`config.mk`:
```
export PLATFORM = sky130hd
export DESIGN_NAME = conv_weight_store
export DESIGN_NICKNAME = d
export VERILOG_FILES = /design/src/conv_pkg.sv /design/src/conv_weight_store.sv
export SDC_FILE = /design/constraint.sdc
export NUM_CORES = 1
export LEC_CHECK = 0
export ABC_AREA = 1
export BUFFER_PORTS_ARGS = -buffer_cell sky130_fd_sc_hd__buf_2
export CAP_MARGIN = 5
export CORE_MARGIN = 8
export CORE_UTILIZATION = 40
export CTS_CLUSTER_SIZE = 16
export DETAILED_ROUTE_END_ITERATION = 16
export PLACE_DENSITY = 0.65
export RECOVER_POWER = 100
export REMOVE_ABC_BUFFERS = 1
export SYNTH_ARGS = -nofsm -noshare
export SYNTH_HDL_FRONTEND = slang
export SYNTH_SLANG_ARGS = --single-unit
```
`constraint.sdc`:
```
create_clock -name clk -period 21.3 [get_ports clk]
set_input_delay 0 -clock clk [delete_from_list [all_inputs] [get_ports clk]]
set_output_delay 0 -clock clk [all_outputs]
set_load 0.01 [all_outputs]
```
`src/conv_pkg.sv`:
```
package conv_pkg;

   //////////////////////////////
   // Layer geometry
   //////////////////////////////

   localparam int CH_IN   = 4;
   localparam int POS_OUT = 6;
   localparam int TAPS    = 3;
   localparam int FILTERS = 4;
   localparam int ROW_LEN = POS_OUT + TAPS - 1;

   // Signed pixel, tap, accumulator and bias widths
   localparam int DATA_W = 8;
   localparam int ACC_W  = 32;
   localparam int BIAS_W = 16;

   // Counter widths for channel and filter selects
   localparam int CH_W   = $clog2(CH_IN);
   localparam int FILT_W = $clog2(FILTERS);

   localparam logic [CH_W-1:0] LAST_CH  = CH_W'(CH_IN - 1);
   localparam logic [CH_W-1:0] FIRST_CH = CH_W'(1);

   //////////////////////////////
   // Weight store address map
   //////////////////////////////

   localparam int WADDR_W   = 6;
   localparam int WDATA_W   = 16;
   localparam int TAP_WORDS = FILTERS * CH_IN * TAPS;

   // Taps at 0..47 then one bias per filter
   localparam logic [WADDR_W-1:0] BIAS_ADDR = WADDR_W'(TAP_WORDS);
   localparam logic [WADDR_W-1:0] BIAS_END  = WADDR_W'(TAP_WORDS + FILTERS);

   // Credits held after reset
   localparam int IN_CREDITS  = 1;
   localparam int OUT_CREDITS = 2;
   localparam int OUT_CNT_W   = $clog2(OUT_CREDITS + 1);

   localparam logic [OUT_CNT_W-1:0] OUT_CNT_INIT = OUT_CNT_W'(OUT_CREDITS);

   typedef enum logic [1:0] {ACC_IDLE, ACC_SUM, ACC_BIAS, ACC_HOLD} accum_state_e;
   typedef enum logic [1:0] {MUL_IDLE, MUL_RUN, MUL_WAIT} mul_state_e;

endpackage

```
`src/conv_weight_store.sv`:
```
`timescale 1ns/1ps

module conv_weight_store (
   input  logic                                       clk,
   input  logic                                       rst_n,
   input  logic                                       wr_en_i,
   input  logic [conv_pkg::WADDR_W-1:0]               wr_addr_i,
   input  logic [conv_pkg::WDATA_W-1:0]               wr_data_i,
   output logic [conv_pkg::FILTERS-1:0][conv_pkg::CH_IN-1:0]
                [conv_pkg::TAPS-1:0][conv_pkg::DATA_W-1:0] taps_o,
   output logic [conv_pkg::FILTERS-1:0][conv_pkg::BIAS_W-1:0] bias_o
);

   // Flat tap array, filter major, then channel, then tap
   logic [conv_pkg::TAP_WORDS-1:0][conv_pkg::DATA_W-1:0] tap_q;
   logic [conv_pkg::FILTERS-1:0][conv_pkg::BIAS_W-1:0]   bias_q;

   logic                         tap_sel;
   logic                         bias_sel;
   logic [conv_pkg::WADDR_W-1:0] bias_off;

   //////////////////////////////
   // Address decode
   //////////////////////////////

   assign tap_sel  = wr_en_i && (wr_addr_i < conv_pkg::BIAS_ADDR);
   assign bias_sel = wr_en_i && (wr_addr_i >= conv_pkg::BIAS_ADDR)
                     && (wr_addr_i < conv_pkg::BIAS_END);

   // Bias slot relative to the first bias word
   assign bias_off = wr_addr_i - conv_pkg::BIAS_ADDR;

   always_ff @(posedge clk or posedge rst_n) begin
      if (rst_n) begin
         tap_q  <= '0;
         bias_q <= '0;
      end else begin
         if (tap_sel) begin
            // Taps keep only the low byte
            tap_q[wr_addr_i] <= wr_data_i[conv_pkg::DATA_W-1:0];
         end
         if (bias_sel) begin
            bias_q[bias_off[conv_pkg::FILT_W-1:0]] <= wr_data_i[conv_pkg::BIAS_W-1:0];
         end
         // Anything past the last bias is dropped
      end
   end

   // Same bit order as the flat array
   assign taps_o = tap_q;
   assign bias_o = bias_q;

endmodule

```
-- Word-level counts from Yosys, hierarchy flattened
Cells that the tools add are included.
- bits in registers: 448
- output and inout port bits: 448
- input port bits: 25
- logic and storage cells: 71
- muxes and demuxes: 6
- add/sub/neg operators: 1
- magnitude comparators: 7
- reductions and logical operators: 5
- operator list (operator ; count):
    384-bit bitwise mux ; 1
    64-bit bitwise mux ; 1
    8-bit demux with 6-bit select ; 1
    16-bit demux with 2-bit select ; 1
    16-bit two-way mux ; 1
    6-bit less-than comparator, second input constant ; 2
    8-bit two-way mux ; 1
    6-bit by 7-bit less-than comparator with 1-bit output, second input constant ; 1
    6-bit by 1-bit >= comparator with 1-bit output, second input constant ; 1
    6-bit >= comparator, second input constant ; 1
    1-bit logical AND ; 5
    2-bit by 3-bit less-than comparator with 1-bit output, second input constant ; 1
    2-bit by 1-bit >= comparator with 1-bit output, second input constant ; 1
    2-bit by 1-bit subtractor with 2-bit output, second input constant ; 1

-- Longest topological paths before layout
- depth after elaboration: 6
- depth in mapped cells: 7
- mapped depth without buffers: 6

-- Worst setup path after synthesis
No wires, ideal clock.
- kind: in2reg
- from: input wr_addr_i[3] (netlist name)
- to: register tap_q, in the netlist taps_o[279]
- stages: 7
- required time: 21.169 ns
- arrival time: 0.850 ns
- buffers on the path: 1
- library setup time: 0.131 ns
- slack: 20.318 ns
- cells stage by stage: inv_2 -> nand2_1 -> nor2_8 -> nand2_4 -> buf_6 -> nand2_1 -> o21ai_1
- cells in the longest elaborated chain, start to end: 5
- elaborated cells between the ends (all ways): 8
- those cells by class: order compare: 3; mux: 3; reduce/logical: 2
- RTL lines (element ; RTL line ; text):
    start: declaration ; conv_weight_store.sv:7 ; input logic [conv_pkg::WADDR_W-1:0] wr_addr_i,
    6-bit by 7-bit less-than comparator with 1-bit output (not written as such) or 6-bit by 1-bit >= comparator with 1-bit output (tied branches) ; conv_weight_store.sv:40 ; tap_q[wr_addr_i] <= wr_data_i[conv_pkg::DATA_W-1:0];
    1-bit logical AND (not written as such) ; conv_weight_store.sv:40 ;
    8-bit two-way mux (not written as such) ; conv_weight_store.sv:40 ;
    8-bit demux with 6-bit select ; conv_weight_store.sv:40 ;
    384-bit bitwise mux ; conv_weight_store.sv:40 ;
    end signal: indexed assignment ; conv_weight_store.sv:40 ;
    end: declaration ; conv_weight_store.sv:15 ; logic [conv_pkg::TAP_WORDS-1:0][conv_pkg::DATA_W-1:0] tap_q;
Several ways; a longest one is shown, not always the timed one.
A chain may end at the register's enable or synchronous reset.

==> impl_metrics.toml <==
[clocking]
cts.sinks = 448
cts.reportedPaths.clkPinSlew_ns = 0.06
cts_max_path_buffers = 3
cts_tree = "built"
cts_max_level = 2
numCtsBuffers = 46
clock_latency_ns = 0.55
cts_resized = 0
root_buffer = "clkbuf_16"

[logic_synthesis]
synth_cells = 1843
ys_seq_elements = 448
synth_area_per_cell_um2 = 9.42
ys.warnings.count = 0
synth.cell_area_um2 = 17400
synth_cell_types = 20
ys_seq_area_share_pct = 64.6

[placed_design]
dpl_cell_area_um2 = 20000
place.gp.congestion = 0.790
place_hpwl_um = 37900
post-place-ws_ns = 18.73
portBuffers = 472

[worst_setup_path]
worstReg2RegStart = "bias_o[21]"
arrival_ns = 9.14
worst-endpoint-required_ns = 21.10
ff2ff_path_depth = 2
startpoint_type = "primary input"
cp_max_fo = 132
cp-end-kind = "asynchronous set/reset pin"
crit_type = "primary input to asynchronous set/reset pin"
ff2ff_setup_slack_ns = 20.55
timing.rr.end = "bias_o[21]"

[status]
outcome = "finished, violations left"
violations = "max-capacitance violations, max-slew violations"

[floorplanning]
die_w_um = 224
num_rows = 76
ios = 473
coreArea_um2 = 43000
start_util_pct = 40.4
dieArea_um2 = 50300
die_y_um = 224

[sta]
fin_crit_sh_pct = 43.9
relSlewSlack_pct = -284
finClkSkew_ns = 0
slew_viol_final = 618
final.setup.tns_ns = 0
hold_violations = 0
rsz0062_at_grt = "false"
finalWorstSetupSlack_ns = 11.96
fmax_mhz = 107
setup_viol = 0
tightest_slew_ns = 5.73
fin_crit_ns = 9.34

[routing]
vias = 14600
ant_nets = 0
firstDrtPassIters = 5
route.detailed.drc = 0
wl_per_cell_um = 20.1
viasPerCell = 5.07
drt_iter0_drc = 1231
routed_wl_um = 57700

[worst_hold_path]
min_from = "wr_addr_i[2]"
hold_class = "primary input to flop"
min_path_cells = 4
whs_endpoint = "taps_o[267]"

[pwr]
power_density_nw_per_um2 = 100
vdd_drop_max_mv = 0.0575
leakagePower_uw = 0.0105
power_uw = 2090

[global_route]
track_usage_pct = 22.3
top_usage_layer = "met2"
grt_max_degree = 184
use_met2_pct = 34.3
antenna_found_initial = 4
grt_use_met3_pct = 8.56
grt_pass1_vias = 14500
grt_pass1_wl_um = 88100
grt_overflow_total = 0
use_met1_pct = 29.2

[layout]
final_cell_mix = "nand2_1, clkbuf_1, dfrtp_1"
fin_util_pct = 48.6
final_area_um2 = 20900
final_common_cell = "nand2_1"
nNetsFinal = 2286
final_layout_size_suffix_gt1_share_pct = 5.16
areaGrowthSynthToFinish_pct = 20.3

[job]
maxCapViolations = 13
[worst max path at each step]
stage | start | endpoint | slack, ns | depth (start not counted)
6_report | rst_n | taps_o[379] | 11.96 | 5
5_1_grt | rst_n | taps_o[315] | 9.94 | 5
4_1_cts | rst_n | taps_o[379] | 18.78 | 5
3_5_place_dp | rst_n | taps_o[23] | 18.73 | 4
3_3_place_gp | rst_n | taps_o[19] | 18.77 | 4
2_1_floorplan | rst_n | bias_o[0] | 8.81 | 1
[power by group]
group / leakage (µW) / internal (µW) / switching [µW]
registers: 0.00601 / 953 / 67.7
logic: 0.00378 / 84.3 / 209
clock network: 0.000704 / 452 / 320
total: 0.0105 / 1490 / 597
[through the flow]
step,cells,hold WS [ns]
3_5_place_dp,2789,0.270
5_1_grt,2873,0.0484
2_1_floorplan,1715,0.145
4_1_cts,2871,0.0182
6_report,2874,0.0152
3_3_place_gp,2789,0.267
[Yosys cell counts (all sizes together)]
master,count,area (µm²)
nand2,766,2950
dfrtp,448,11200
nand3,262,1310
o21ai,192,961
clkbuf,67,254
buf,61,375
inv,29,109
nor2,16,161
nor3,2,32.5
[worst max-delay path: stages]
cell and delay (ns):
dlygate4sd3_1 0.53, buf_2 0.12, clkinvlp_2 3.18, clkbuf_1 2.37, clkbuf_1 2.76
[kinds of logic after synthesis]
group | count (synthesis) | share of synthesized area [%]
and+or+nand+nor | 1046 | 25.6
AOI/OAI and AO/OA | 192 | 5.53
buffers and inverters | 157 | 4.25
DFF | 448 | 64.6
[flip-flops by register name, summed over array words and instances, names as in the netlist]
signal and flops:
bias_o 64, taps_o 384
[final cells by class]
| cell class | instances | area, µm² |
|---|---|---|
| clock inverter | 9 | 103 |
| tap | 585 | 732 |
| clock buffer | 64 | 1320 |
| timing repair buffer | 498 | 1990 |
| fill | 4293 | 22100 |
| antenna | 3 | 7.51 |
| inverter | 29 | 110 |
| sequential | 448 | 11200 |
| multi-input combinational | 1238 | 5410 |
[per-layer routing]
metal	vias to the layer above	share of wire [%]	routed length (µm)
met5	-	0.023	13
met4	2	2.4	1390
met3	82	11	6240
met2	616	45	26100
met1	7096	42	24000
li1	6763	-	-
[repair_timing]
action,4_1_cts,5_1_grt
endpoints found under the setup margin,0,0
hold endpoints to repair,162,0
hold buffers,9,0
setup buffers,0,0
Note: power is estimated with default switching activity, not from simulation.
